--- config.mk ---
export PLATFORM = sky130hd
export DESIGN_NAME = refill_ctrl
export DESIGN_NICKNAME = d
export VERILOG_FILES = /design/src/icache_pkg.sv /design/src/refill_ctrl.sv
export SDC_FILE = /design/constraint.sdc
export NUM_CORES = 1
export LEC_CHECK = 0
export ABC_CLOCK_PERIOD_IN_PS = 9400
export BUFFER_PORTS_ARGS = -buffer_cell sky130_fd_sc_hd__buf_4
export CAP_MARGIN = 30
export CELL_PAD_IN_SITES_DETAIL_PLACEMENT = 1
export CELL_PAD_IN_SITES_GLOBAL_PLACEMENT = 1
export CORE_AREA = 10 10 435 437
export DETAILED_ROUTE_END_ITERATION = 10
export DIE_AREA = 0 0 445 447
export PLACE_DENSITY_LB_ADDON = 0.1
export RECOVER_POWER = 50
export SETUP_SLACK_MARGIN = 0.2
export SLEW_MARGIN = 20
export SYNTH_ARGS = -nofsm -noshare
export SYNTH_HDL_FRONTEND = slang
export SYNTH_SLANG_ARGS = --single-unit
export TNS_END_PERCENT = 100
--- constraint.sdc ---
create_clock -name clk -period 9.4 [get_ports clk]
set_clock_uncertainty 0.05 [all_clocks]
set_input_delay 0.47 -clock clk [delete_from_list [all_inputs] [get_ports clk]]
set_output_delay 0.47 -clock clk [all_outputs]
set_load 0.01 [all_outputs]
--- src/icache_pkg.sv ---
package icache_pkg;

    localparam int WORD_W     = 32;
    localparam int LINE_WORDS = 16;
    localparam int LINE_W     = WORD_W * LINE_WORDS;

    localparam int REGION_W   = 23;
    localparam int LINE_IDX_W = 5;
    localparam int WORD_IDX_W = 4;

    // handler region starts at 0x0001_0000, word indexed.
    localparam logic [REGION_W-1:0] REGION_BASE = REGION_W'(32'h0001_0000 >> 9);

    // fetch address, seen as one word or as its fields.
    // byte offset has no bits since addresses count words.
    typedef union packed {
        logic [WORD_W-1:0] raw;
        struct packed {
            logic [REGION_W-1:0]   region;
            logic [LINE_IDX_W-1:0] line;
            logic [WORD_IDX_W-1:0] word;
        } f;
    } fetch_addr_u;

    function automatic logic in_region(input logic [WORD_W-1:0] addr);
        fetch_addr_u a;
        a.raw = addr;
        return (a.f.region == REGION_BASE);
    endfunction

endpackage
--- src/refill_ctrl.sv ---
`timescale 1ns/1ns

module refill_ctrl #(
    parameter int NUM_LINES = 32
) (
    input  logic                                clk,
    input  logic                                rst_n,

    input  logic                                i_miss_pulse,
    input  logic [icache_pkg::WORD_W-1:0]       i_miss_addr_line,

    input  logic                                i_host_rd_ready,
    input  logic [icache_pkg::WORD_W-1:0]       i_host_rd_addr,
    input  logic [icache_pkg::LINE_W-1:0]       i_host_rd_data,

    output logic                                o_rd_req,
    output logic [icache_pkg::WORD_W-1:0]       o_miss_addr,

    output logic                                o_fill_we,
    output logic [$clog2(NUM_LINES)-1:0]        o_fill_line,
    output logic [icache_pkg::LINE_W-1:0]       o_fill_data
);

    localparam int IDX_W = $clog2(NUM_LINES);

    icache_pkg::fetch_addr_u host_addr_u;
    logic                    host_accept;

    assign host_addr_u.raw = i_host_rd_addr;

    // stray or out-of-region returns are dropped.
    assign host_accept = i_host_rd_ready & o_rd_req
                       & icache_pkg::in_region(host_addr_u.raw);

    always_ff @(posedge clk, negedge rst_n) begin
        if (!rst_n) begin
            o_rd_req    <= 1'b0;
            o_miss_addr <= '0;
            o_fill_we   <= 1'b0;
        end
        else begin
            o_fill_we <= host_accept;
            if (host_accept) begin
                o_rd_req    <= 1'b0;
                o_miss_addr <= '0;
            end
            else if (i_miss_pulse && !o_rd_req) begin
                o_rd_req    <= 1'b1;  // one refill at a time.
                o_miss_addr <= i_miss_addr_line;
            end
        end
    end

    always_ff @(posedge clk) begin
        if (host_accept) begin
            o_fill_line <= host_addr_u.f.line[IDX_W-1:0];
            o_fill_data <= i_host_rd_data;
        end
    end

endmodule

## Word level (Yosys, flattened, before mapping)

Index checks and enable logic that the tools add are counted.

- Equality and inequality tests: 1
- Mux-type cells: 4
- Bitwise logic cells: 2
- Reduce and logical (&&, ||, !) cells: 3

Operators with widths:

| kind | count |
|---|---|
| 32-bit 2-to-1 mux | 2 |
| 23-bit by 8-bit equality test with 1-bit output (second input constant) | 1 |
| 1-bit bitwise AND | 2 |
| 1-bit 2-to-1 mux | 2 |
| 2-bit nonzero test | 1 |
| 1-bit logical AND | 1 |
| 1-bit logical NOT | 1 |

- Register bits: 551
- Input port bits: 580
- Output and inout bits: 551
- Logic and storage cells: 15

## Logic depth before layout (Yosys ltp)

- Depth after elaboration: 4
- Gate-level depth with buffers: 5
- Depth with buffers taken out: 3

## Least setup slack after synthesis

Ideal clock, no wire load.

- Path kind: input-to-reg
- From: in i_host_rd_addr[28] (netlist bit)
- To: reg o_fill_we
- Data arrival time: 7164 ps
- Slack: 1397 ps
- Stages on the path: 4
- Path buffers: 1
- Path through: nor4bb_1 and4_1 buf_6 and2_2

- Word-level cells in the longest chain between the ends: 2

Ends and longest elaborated chain:

| element | line | text |
|---|---|---|
| start, declared | refill_ctrl.sv:13 | `input logic [icache_pkg::WORD_W-1:0] i_host_rd_addr,` |
| 23-bit by 8-bit equality test with 1-bit output | icache_pkg.sv:28 | `return (a.f.region == REGION_BASE);` |
| 1-bit bitwise AND | refill_ctrl.sv:33 | `& icache_pkg::in_region(host_addr_u.raw);` |
| net host_accept | refill_ctrl.sv:27 | `logic host_accept;` |
| end signal, assigned | refill_ctrl.sv:42 | `o_fill_we <= host_accept;` |
| end, declared | refill_ctrl.sv:19 | `output logic o_fill_we,` |

The timed path passes the listed nets, and every way through them passes these cells.
A chain may end at the register's enable or synchronous reset.

## Worst setup path after layout

- From: reg o_rd_req
- To: reg o_fill_data[242] (netlist bit) (enable)

- Word-level cells in the longest chain between the ends: 2

Ends and longest elaborated chain:

| element | line | text |
|---|---|---|
| start, declared | refill_ctrl.sv:16 | `output logic o_rd_req,` |
| start signal, assigned | refill_ctrl.sv:37 | `o_rd_req <= 1'b0;` |
| start signal, assigned | refill_ctrl.sv:44 | `o_rd_req <= 1'b0;` |
| start signal, assigned | refill_ctrl.sv:48 | `o_rd_req <= 1'b1;` |
| 1-bit bitwise AND | refill_ctrl.sv:32 | `assign host_accept = i_host_rd_ready & o_rd_req` |
| 1-bit bitwise AND | refill_ctrl.sv:33 |  |
| net host_accept | refill_ctrl.sv:27 |  |
| end signal, assigned | refill_ctrl.sv:57 | `o_fill_data <= i_host_rd_data;` |
| end, declared | refill_ctrl.sv:21 | `output logic [icache_pkg::LINE_W-1:0] o_fill_data` |

The timed path passes the listed nets, and every way through them passes these cells.

==> flow_summary_export.csv <==
group,metric,value,unit
layout,synthToLayoutAreaGrowth,106.6,%
layout,fin_area,0.03535,mm²
floorplanning,core.rowCount,156,
global_routing,busiest_layer,"met2",
clock_tree,cts_sinks,551,
clock_tree,postCtsResizedCells,0,
critical_path,end_kind,"flop",
drt,routed_wl,111.3,mm
logic_synthesis,synth_area_leader_cell,"edfxtp_1",
placed_design,globalplace.congestion,0.7721,
sta,max_slew_margin,-40.43,%
drt,ant_nets,0,
clock_tree,cts.clk_slew.worst_paths,0.05,ns
critical_path,critPathMaxFanout,160,
clock_tree,htreeDepth,3,
outcome,violations,"capacitance limit, slew limit",
critical_path,max_stage_delay,0.59,ns
sta,tightest_slew,2.107,ns
floorplanning,dieArea,0.1989,mm²
layout,layout-drive-gt1-share,38.10,%
clock_tree,clkLatencyLatePin,0.66,ns
logic_synthesis,synth_top_family_by_area,"multiplexers",
power_and_ir_drop,p_per_area,173.5,mW/mm²
sta,finalHoldViolCount,0,
clock_tree,cts_buffer_depth,3,
critical_path,r2r_setup_slack,5.79,ns
global_routing,grtUsageMet1,10.40,%
power_and_ir_drop,p_total,6133,µW
logic_synthesis,synth-seq-cells,551,
floorplanning,io_pins,1131,
logic_synthesis,syn_area,0.01711,mm²
floorplanning,start_util,9.499,%
placed_design,dpl_cell_area,0.02851,mm²
logic_synthesis,syn_nets,1220,
global_routing,grt_overflow_total,0,
global_routing,grt_pass1_vias,15775,
sta,rsz0062_at_grt,"false",
drt,wl_per_cell,22.99,µm
flow_run,cap_violations,1,
critical_path,crit_arrival,3.84,ns
floorplanning,core_area,0.1802,mm²
power_and_ir_drop,peakVddDrop,0.1193,mV
floorplanning,fp.dieH,447,µm
placed_design,portBuffers,1126,
drt,drt_iter0_markers,553,
global_routing,grtUsageTotal,10.63,%
sta,timing.fmax,276.9,MHz
logic_synthesis,syn_avg_cell_area,26.74,µm²
sta,setup_viol,0,
logic_synthesis,synthAdderAreaFrac,0,%
sta,slew_viol_final,35,
logic_synthesis,synth-simple-area-share,0.4972,%
drt,vias_per_cell,2.844,
sta,period_share,38.42,%
placed_design,dpl_worst_slack,5.371,ns
outcome,status,"finished with violations",
logic_synthesis,ys_warn_count,0,
drt,dr_total_vias,13760,
floorplanning,die_w,445,µm
sta,setup_ws,5.789,ns
logic_synthesis,syn_inst,640,
logic_synthesis,synth_cell_types,17,
logic_synthesis,synth.top_cell.area_share,90.72,%
critical_path,critPathKind,"reg -> reg",
logic_synthesis,synth-xor-area-share,0,%
global_routing,grt_start_max_net_pins,161,
clock_tree,tritoncts,"done",
logic_synthesis,synth.top_cells.by_area,"edfxtp_1 (91%), dfrtp_1 (5.0%), mux2i_1 (1.9%)",
logic_synthesis,synth_compound_area_share,1.184,%
layout,nNetsFinal,2975,
critical_path,required,9.63,ns
layout,fin_util,19.62,%
clock_tree,cts_buffers,81,
sta,setup_tns,0,ns
sta,min_period,3.611,ns
critical_path,start_kind,"flop",
drt,dr.pass1.iters,5,
clock_tree,postCtsSetupRepairBufs,0,
placed_design,dpl.hpwl,89.86,mm
logic_synthesis,synth_mux_area_share,1.872,%
critical_path,crit_path_top_delay_cell,"buf_12",
worst_hold_path,min_path_type,"in -> reg",
critical_path,path_cells,"nor4bb_2 > and4_1 > and2_4 > buf_4 > buf_12",
global_routing,grt_pass1_wl,144.2,mm
clock_tree,root_buffer,"clkbuf_16",
global_routing,antenna_found_initial,45,
global_routing,grtUsageMet2,19.50,%
power_and_ir_drop,leakage,0.01320,µW
drt,drc,0,
logic_synthesis,yosysSeqAreaShare,95.69,%
global_routing,grt_use_met3,5.004,%
power breakdown:
part	internal, µW	switching [µW]
Sequential	2700	9.41
Clock	1740	1230
Combinational	307	144
critical path: cells and delay by family, from the launching register on:
kind,cells,cell delay (ns)
flops,1,0.40
buf+inv,2,1.05
simple gates,3,1.39
per-layer routing:
metal | up-vias | wire, µm | share of wire, %
met5 | - | 11 | 0.0099
met4 | 2 | 4073 | 3.7
met3 | 193 | 10880 | 9.8
met2 | 689 | 59030 | 53
met1 | 6748 | 37260 | 33
li1 | 6128 | - | -
timing repair:
action                                  CTS  global route
endpoints found under the setup margin    0             0
endpoints found under the hold margin   584             0
hold buffers                            551             0
cells by family (layout without fill, tap and decap cells):
| logic type | after synthesis | in the layout |
|---|---|---|
| DFF | 551 | 551 |
| AOI/OAI and AO/OA | 33 | 33 |
| muxes | 32 | 32 |
| and+or+nand+nor | 12 | 12 |
| buffers and inverters | 12 | 1829 |
| other | 0 | 12 |
through the flow:
step                hold WS (ns)  cells
global placement          0.4301   4131
detailed placement        0.4391   4131
floorplan                 0.1244    640
global route              0.3974   4833
CTS                       0.1986   4827
finish                    0.4490   4839
placed cells by master, fill, tap and decap left out:
master	synthesis	layout
dlygate4sd3_1	0	551
edfxtp_1	517	517
clkbuf_4	0	469
buf_4	4	337
clkbuf_1	0	333
clkbuf_16	0	83
dfrtp_1	34	34
mux2i_1	32	32
a21oi_1	23	23
clkinv_1	0	23
clkinv_2	0	15
diode_2	0	12
a21oi_2	10	10
clkinvlp_4	0	5
bufinv_16	0	5
nor4_1	3	3
inv_6	0	3
buf_12	1	3
nor2_1	2	2
nor4b_2	1	1
nor4bb_2	0	1
and4_1	1	1
nor3_1	1	1
and3_1	1	1
and2_4	0	1
nand2b_4	0	1
inv_16	0	1
clkinv_4	0	1
cell usage after synthesis:
cell,n
edfxtp_1,517
dfrtp_1,34
mux2i_1,32
a21oi_1,23
a21oi_2,10
buf_6,7
buf_4,4
nor4_1,3
nor2_1,2
and2_2,1
and3_1,1
and4_1,1
buf_12,1
nand2b_1,1
nor3_1,1
nor4b_2,1
nor4bb_1,1
final timing paths:
kind | startpoint | end | cells after the start
setup / recovery | o_rd_req$_DFFE_PN0P_ | o_fill_data[242]$_DFFE_PP_ | 5
hold / removal | i_host_rd_addr[20] | o_fill_we$_DFF_PN0_ | 4
setup reg to reg | o_rd_req$_DFFE_PN0P_ | o_fill_data[242]$_DFFE_PP_ | 5
hold reg to reg | o_miss_addr[28]$_DFFE_PN0P_ | o_miss_addr[28]$_DFFE_PN0P_ | 2
max in group asynchronous | rst_n | o_miss_addr[27]$_DFFE_PN0P_ | 2
min in group asynchronous | rst_n | o_miss_addr[10]$_DFFE_PN0P_ | 2
layout make-up:
type | instances | area (µm²)
multi-input cells | 77 | 623.1
repair buffers | 1684 | 12840
flip-flops and latches | 551 | 16380
clock buffers | 92 | 2111
diodes | 12 | 30.03
fillers | 20191 | 144800
well taps | 2370 | 2965
clock inverters | 53 | 404.1
flip-flops by register name (all words and copies together), names as in the netlist:
register / flops
o_fill_we: 1
o_fill_data: 512
o_rd_req: 1
o_miss_addr: 32
o_fill_line: 5
Power figures use the tool's default switching activity.
