<file path="src/icache_pkg.sv">
package icache_pkg;

    localparam int WORD_W     = 32;
    localparam int LINE_WORDS = 16;
    localparam int LINE_W     = WORD_W * LINE_WORDS;

    localparam int REGION_W   = 23;
    localparam int LINE_IDX_W = 5;
    localparam int WORD_IDX_W = 4;

    // handler region starts at 0x0001_0000, word indexed.
    localparam logic [REGION_W-1:0] REGION_BASE = REGION_W'(32'h0001_0000 >> 9);

    // fetch address, seen as one word or as its fields.
    // byte offset has no bits since addresses count words.
    typedef union packed {
        logic [WORD_W-1:0] raw;
        struct packed {
            logic [REGION_W-1:0]   region;
            logic [LINE_IDX_W-1:0] line;
            logic [WORD_IDX_W-1:0] word;
        } f;
    } fetch_addr_u;

    function automatic logic in_region(input logic [WORD_W-1:0] addr);
        fetch_addr_u a;
        a.raw = addr;
        return (a.f.region == REGION_BASE);
    endfunction

endpackage
</file>
<file path="src/fetch_decode.sv">
`timescale 1ns/1ns

module fetch_decode (
    input  logic                                clk,
    input  logic                                rst_n,

    input  logic [icache_pkg::WORD_W-1:0]       i_addr,
    input  logic                                i_rd,

    output logic                                o_s1_valid,
    output logic                                o_s1_fault,
    output logic [icache_pkg::LINE_IDX_W-1:0]   o_s1_line,
    output logic [icache_pkg::WORD_IDX_W-1:0]   o_s1_word,
    output logic [icache_pkg::WORD_W-1:0]       o_s1_addr
);

    icache_pkg::fetch_addr_u addr_u;
    logic                    addr_ok;

    assign addr_u.raw = i_addr;
    assign addr_ok    = icache_pkg::in_region(addr_u.raw);

    // stage 1 strobes, low on idle cycles.
    always_ff @(posedge clk, negedge rst_n) begin
        if (!rst_n) begin
            o_s1_valid <= 1'b0;
            o_s1_fault <= 1'b0;
        end
        else begin
            o_s1_valid <= i_rd & addr_ok;
            o_s1_fault <= i_rd & ~addr_ok;
        end
    end

    // address fields ride along with the strobes.
    always_ff @(posedge clk) begin
        if (i_rd) begin
            o_s1_line <= addr_u.f.line;
            o_s1_word <= addr_u.f.word;
            o_s1_addr <= addr_u.raw;
        end
    end

endmodule

</file>
<file path="config.mk">
export PLATFORM = sky130hd
export DESIGN_NAME = fetch_decode
export DESIGN_NICKNAME = d
export VERILOG_FILES = /design/src/icache_pkg.sv /design/src/fetch_decode.sv
export SDC_FILE = /design/constraint.sdc
export NUM_CORES = 1
export LEC_CHECK = 0
export BUFFER_PORTS_ARGS = -buffer_cell sky130_fd_sc_hd__buf_2
export CORE_UTILIZATION = 43
export DETAILED_ROUTE_END_ITERATION = 10
export GPL_TIMING_DRIVEN = 0
export PLACE_DENSITY = 0.83
export SYNTH_ARGS = -nofsm -noshare
export SYNTH_HDL_FRONTEND = slang
export SYNTH_SLANG_ARGS = --single-unit
</file>
<file path="constraint.sdc">
create_clock -name clk -period 1.1 [get_ports clk]
set_input_delay 0.22 -clock clk [delete_from_list [all_inputs] [get_ports clk]]
set_output_delay 0.22 -clock clk [all_outputs]
set_load 0.1 [all_outputs]
</file>
==> After elaboration in Yosys (flattened, before gate mapping) <==
Index checks and enable logic that the tools add are counted.
{ "totals": {"ff_bits": 43, "in_bits": 35, "mem_bits_ro": 0, "n_memories": 0, "out_inout_bits": 43, "latchBits": 0, "ramBits": 0, "elab_cells": 9} }
{ "classes": {"div_mod_pow": 0, "n_reduce_logical": 0, "mux": 0, "addsub": 0, "bitwise_logic": 3, "n_lt_le_gt_ge": 0, "mul": 0, "eq_ne": 1, "shift": 0} }
{ "ops": {"columns": ["cell", "n"], "rows": [
  ["23-bit by 8-bit equality test with 1-bit output, second input constant", 1],
  ["1-bit bitwise AND", 2],
  ["1-bit inverter", 1]
]} }

==> Longest topological paths before layout <==
Gate-level depths: netlist (run 1).
{ "logic_depth": {"word_depth": 3, "mapped_depth": 3, "mapped_depth_nobuf": 3} }

==> Least setup slack after synthesis (run 1) <==
OpenSTA, ideal clock, no wires.
{ "synth_timing": {"kind": "register -> output", "startpoint": "register o_s1_line[0] (netlist bit)", "endpoint": "output o_s1_line[0] (netlist bit)", "t_required_ps": 880, "stages_incl_launch_ff": 2, "path_buffers": 1, "t_arrival_ps": 1347, "slack_ps": -467, "path_cell_list": "edfxtp_1 > buf_4"} }
{ "synth_lines": {"columns": ["item", "line_no", "source"], "rows": [
  ["start: declaration", "fetch_decode.sv:12", "output logic [icache_pkg::LINE_IDX_W-1:0] o_s1_line,"],
  ["start signal: assignment", "fetch_decode.sv:38", "o_s1_line <= addr_u.f.line;"]
]} }
No word-level cell between the ends.

==> Worst setup path after layout (run 1) <==
{ "layout_timing": {"startpoint": "register o_s1_word[0] (netlist bit)", "endpoint": "output o_s1_word[0] (netlist bit)"} }
{ "layout_lines": {"columns": ["item", "line_no", "source"], "rows": [
  ["start: declaration", "fetch_decode.sv:13", "output logic [icache_pkg::WORD_IDX_W-1:0] o_s1_word,"],
  ["start signal: assignment", "fetch_decode.sv:39", "o_s1_word <= addr_u.f.word;"]
]} }
No word-level cell between the ends.

==> results of run 1 <==
[cells by family after synthesis]
family,share of synthesized area [%]
flops,88.3
buf+inv,6.23
simple gates,4.92
compound gates,0.547
[cells in the final DEF (no fill, tap or decap)]
master and count:
buf_4 4, nor4b_1 1, buf_8 2, buf_2 34, edfxtp_1 32, dfrtp_2 2, nor4_1 4, a31oi_1 1
nor3_1 1, buf_6 28, clkbuf_4 5, buf_12 19, clkinv_2 1, inv_1 1, and4_1 2, clkinv_1 1
dlygate4sd3_1 1, clkbuf_1 1
[state kept, by name (all words and copies together) (netlist names)]
signal / flops
o_s1_addr: 25
o_s1_valid: 1
o_s1_word: 3
o_s1_fault: 1
o_s1_line: 4
[per-layer routing]
metal	global-route usage [%]	up-vias	routed length, µm
met1	17.5	379	741
li1	-	374	-
met2	34.8	56	1400
met4	9.65	0	93
met3	10.5	9	260
met5	0	-	0
[final timing paths]
path                         startpoint      endpoint  slack (ps)  cells after the start
min in group asynchronous         rst_n    o_s1_valid         200                      2
worst max-delay path       o_s1_word[0]  o_s1_word[0]        -220                      2
worst min-delay path          i_addr[0]  o_s1_word[0]          60                      1
max in group asynchronous         rst_n    o_s1_fault         800                      2
[report_power, final]
group | total (µW) | internal (µW) | switching (µW)
Sequential | 1590 | 1530 | 65.7
Clock | 629 | 240 | 390
Combinational | 1440 | 421 | 1010
Total | 3660 | 2190 | 1470
[through the flow]
| step | cell area [µm²] | power, µW | hold slack, ps | cells |
|---|---|---|---|---|
| 2_1_floorplan | 1260 | 2600 | -75.6 | 53 |
| 3_3_place_gp | 1680 | 2790 | 3.81 | 160 |
| 3_5_place_dp | 1680 | 2800 | 8.01 | 160 |
| 4_1_cts | 2060 | 3640 | 49.3 | 169 |
| 5_1_grt | 2100 | 3770 | 34.4 | 170 |
| 6_report | 2100 | 3660 | 59.6 | 170 |
[critical path, stage by stage (launching register included)]
cell and delay [ps]:
edfxtp_1 460, buf_12 160, buf_12 150
[final cells by class]
cell class	count	area [µm²]	share of cell area, %
plain buffers	9	180	8.57
clock buffers	6	41.3	1.96
clock inverters	2	8.76	0.416
inverters	1	3.75	0.178
multi-input cells	9	62.6	2.97
flip-flops and latches	34	1010	48.2
well taps	30	37.5	1.78
repair buffers	79	756	35.9
[what timing repair did]
action / in CTS / in global routing
resized for setup: 95 / 10
hold buffers: 1 / 0
hold endpoints to repair: 2 / 0
buffers inserted: 0 / 1
endpoints found under the setup margin: 43 / 43
==> results.ini, run 1 <==
[status]
status = finished with violations
violations = negative setup slack

[placed_design]
io_buffers = 77
gp_congestion = 0.718
preCtsSetupSlack_ps = -61.4

[clocking]
cts_root_buf = clkbuf_4
cts_made_buffers = 5
cts_sinks = 34
cts_tree = yes
clkTransAtPathRegs_ps = 90
clk_path_buf_depth = 2
htree_levels = 2

[synth]
synth.cell_area_um2 = 1140
synthArstFlopShare_pct = 5.88
ys.warnings.count = 0
synth_top_area_cell = edfxtp_1
dominantRegCellSynth = edfxtp_1
ys_seq_elements = 34
synth_common_cells = 32 x edfxtp_1, 9 x buf_4, 4 x nor4_1
syn_inst = 53
synthDistinctLibCells = 9
syn_avg_cell_area_um2 = 21.6
synth_top_area_share_pct = 83.9
synth_nets = 88
synth-edff-count = 32
synth_most_common_cell = edfxtp_1
synth.area.top_cells = edfxtp_1 84%, buf_4 5.9%, dfrtp_1 4.4%
ys_seq_area_share_pct = 88.3

[global_routing]
antenna_found_initial = 0
grtUsageTotal_pct = 19.5
grt_overflow_total = 0
grt_first_pass_wirelength_mm = 3.59
grt_pass1_vias = 831
grt_max_degree = 35

[sta]
finalHoldViolCount = 0
rsz0062_at_grt = yes
fin_tns_setup_ps = -4500
relSlewSlack_pct = 53.4
setup_violations = 43
tightest_slew_ps = 699
setup_ws_ps = -218
timing.final.crit_period_ps = 1320
slew_violations = 0
fin_crit_sh_pct = 120
max_freq_ghz = 0.759

[pwr]
total_leakage_power_uw = 0.000903
p_per_area_nw_per_um2 = 1740
ir_worst_vdd_uv = 1610

[detailed_routing]
firstDrtPassIters = 3
wirelength_mm = 2.49
drt-initial-drc-count = 8
wl_per_cell_um = 14.6
viasPerCell = 4.81
antenna_left = 0
drc_errors = 0
vias = 818

[critical_path]
critPathLaunchType = flop
critPathKind = flop to primary output
cp_data_required_time_ps = 880
path_max_fanout = 2
cp.arrival_ps = 1100
crit_path_end_kind = primary output

[die]
start_util_pct = 45.8
fp.dieH_um = 53.6
die_w_um = 53.6
core_um2 = 2500
rows = 18
die-area_um2 = 2870
io_pins = 78

[layout]
layout-drive-gt1-share_pct = 67.9
fin_util_pct = 84.1
area_delta_synth_final_pct = 83.7
nNetsFinal = 174
antenna_cells = 0
n_fill_cell = 130

[flow_run]
cap_violations = 0

[hold_path]
hp-class = input pin to flop

(Power assumes the default switching activity.)
==> inputs of run 2 (changes only) <==
--- a/config.mk
+++ b/config.mk
@@ -6,10 +6,12 @@
 export NUM_CORES = 1
 export LEC_CHECK = 0
 export BUFFER_PORTS_ARGS = -buffer_cell sky130_fd_sc_hd__buf_2
-export CORE_UTILIZATION = 43
+export CELL_PAD_IN_SITES_DETAIL_PLACEMENT = 1
+export CELL_PAD_IN_SITES_GLOBAL_PLACEMENT = 2
+export CORE_UTILIZATION = 27
 export DETAILED_ROUTE_END_ITERATION = 10
 export GPL_TIMING_DRIVEN = 0
-export PLACE_DENSITY = 0.83
+export PLACE_DENSITY_LB_ADDON = 0.1
 export SYNTH_ARGS = -nofsm -noshare
 export SYNTH_HDL_FRONTEND = slang
 export SYNTH_SLANG_ARGS = --single-unit
==> run 2 against run 1 <==
The run still ends with negative setup slack left. Routed wire length up 4.1%. Largest cell class unchanged. Highest routed layer unchanged. Total power increased by 8.1%. First-iteration DRC count grew 88%. Final cell count up 11%.
==> results.ini, run 2 (synthesis gave the netlist of run 1 again) <==
[hold_path]
hp-class = input pin to flop  ; unchanged

[die]
rows = 23  ; was 18
die-area_um2 = 4500  ; was 2870 µm²
die_w_um = 67.1  ; was 53.6 µm
io_pins = 78  ; unchanged
core_um2 = 4030  ; was 2500 µm²
start_util_pct = 28.4  ; was 45.8%
fp.dieH_um = 67.1  ; was 53.6 µm

[sta]
max_freq_ghz = 0.792  ; was 0.759 GHz
finalHoldViolCount = 0  ; unchanged
slew_violations = 0  ; unchanged
relSlewSlack_pct = 51.5  ; was 53.4%
timing.final.crit_period_ps = 1260  ; was 1320 ps
setup_violations = 20  ; was 43
rsz0062_at_grt = yes  ; unchanged
fin_crit_sh_pct = 115  ; was 120%
setup_ws_ps = -162  ; was -218 ps
fin_tns_setup_ps = -2040  ; was -4500 ps
tightest_slew_ps = 727  ; was 699 ps

[layout]
n_fill_cell = 385  ; was 130
antenna_cells = 0  ; unchanged
mostFrequentLayoutCells = 34 x buf_2, 32 x edfxtp_1, 32 x buf_6  ; was 34 x buf_2, 32 x edfxtp_1, 28 x buf_6
area_delta_synth_final_pct = 88.4  ; was 83.7%
ff_latch_area_um2 = 1010  ; unchanged
final_common_cell = buf_2  ; unchanged
largest-register = o_s1_addr  ; unchanged
nNetsFinal = 173  ; was 174
reg_top3 = o_s1_addr x25, o_s1_line x4, o_s1_word x3  ; unchanged
multi_input_comb_area_um2 = 62.6  ; unchanged
layout-drive-gt1-share_pct = 68.3  ; was 67.9%
largest_reg_flops = 25  ; unchanged

[critical_path]
critPathLaunchType = flop  ; unchanged
cp.arrival_ps = 1040  ; was 1100 ps
crit_path_end_kind = primary output  ; unchanged
critPathKind = flop to primary output  ; unchanged
path_max_fanout = 2  ; unchanged
cp_data_required_time_ps = 880  ; about the same

[detailed_routing]
viasPerCell = 4.20  ; was 4.81
wirelength_mm = 2.59  ; was 2.49 mm
wl_per_cell_um = 13.7  ; was 14.6 µm
antenna_left = 0  ; unchanged
drc_errors = 0  ; unchanged
drt-initial-drc-count = 15  ; was 8
vias = 794  ; was 818
firstDrtPassIters = 2  ; was 3

[status]
status = finished with violations  ; unchanged
violations = negative setup slack  ; unchanged

[placed_design]
io_buffers = 77  ; unchanged
gp_congestion = 0.655  ; was 0.718
preCtsSetupSlack_ps = -106  ; was -61.4 ps

[flow_run]
cap_violations = 0  ; unchanged

[clocking]
cts_sinks = 34  ; unchanged
clk_path_buf_depth = 2  ; unchanged
htree_levels = 2  ; unchanged
postCtsSetupBuffers = 0  ; unchanged
cts_root_buf = clkbuf_8  ; was clkbuf_4
cts_made_buffers = 5  ; unchanged
cts_tree = yes  ; unchanged
clkTransAtPathRegs_ps = 70  ; was 90 ps

[global_routing]
grt_pass1_vias = 823  ; was 831
antenna_found_initial = 0  ; unchanged
grtUsageTotal_pct = 12.3  ; was 19.5%
grt_max_degree = 35  ; unchanged
grt_overflow_total = 0  ; unchanged
grt_first_pass_wirelength_mm = 3.84  ; was 3.59 mm

[pwr]
total_leakage_power_uw = 0.000915  ; was 0.000903 µW
ir_worst_vdd_uv = 869  ; was 1610 µV
p_per_area_nw_per_um2 = 1830  ; was 1740 nW/µm²

## run 2: cell count changes in the layout (fill, tap and decap cells not counted), sizes merged
cell | previous run | this run
buf | 87 | 86
clkbuf | 6 | 7
clkinv | 2 | 1
## run 2: where the power goes
part	internal (µW)	switching, µW	total [µW]
sequential	1530	65.3	1590
combinational	414	1010	1420
clock	505	433	938
total	2450	1510	3950
## run 2: worst max-delay path: stages, from the launching register on
cell and delay (ps):
edfxtp_1 450, buf_12 160, buf_12 150
## run 2: metal layers
| metal | GRT usage, % | vias up | wire (µm) |
|---|---|---|---|
| met2 | 21.6 | 46 | 1450 |
| met1 | 12.0 | 372 | 882 |
| met3 | 5.14 | 6 | 210 |
| li1 | - | 370 | - |
| met4 | 7.18 | 0 | 51 |
| met5 | 0 | - | 0 |
## run 2: per-stage QoR
step | instance area, µm² | hold WS (ps) | util, % | power (µW) | cells
detailed placement | 1710 | 6.77 | 42.4 | 2810 | 180
CTS | 2130 | 104 | 53.0 | 3980 | 189
floorplan | 1260 | -75.6 | - | 2600 | 53
global route | 2160 | 99.9 | 53.5 | 4070 | 189
global placement | 1710 | 4.87 | 42.4 | 2790 | 180
finish | 2160 | 111 | 53.5 | 3950 | 189
## run 2: worst paths after layout
path	startpoint	end	slack (ps)	cells after the start
max in group asynchronous	rst_n	o_s1_fault	740	2
hold / removal	i_addr[6]	o_s1_line[2]	110	1
setup / recovery	o_s1_word[0]	o_s1_word[0]	-160	2
min in group asynchronous	rst_n	o_s1_valid	260	2
## run 2: cell type report
| class | count | area share (%) |
|---|---|---|
| Buffer | 9 | 8.35 |
| Clock buffer | 7 | 4.00 |
| Clock inverter | 1 | 0.232 |
| Inverter | 1 | 0.174 |
| Multi-Input combinational cell | 9 | 2.90 |
| Sequential cell | 34 | 47.0 |
| Tap cell | 50 | 2.90 |
| Timing Repair Buffer | 78 | 34.5 |
## run 2: what timing repair did
action | 4_1_cts | 5_1_grt
setup endpoints to repair | 43 | 40
hold endpoints to repair | 2 | 0
hold buffers | 1 | 0
gates cloned | 0 | 0
gates resized for setup | 98 | 6
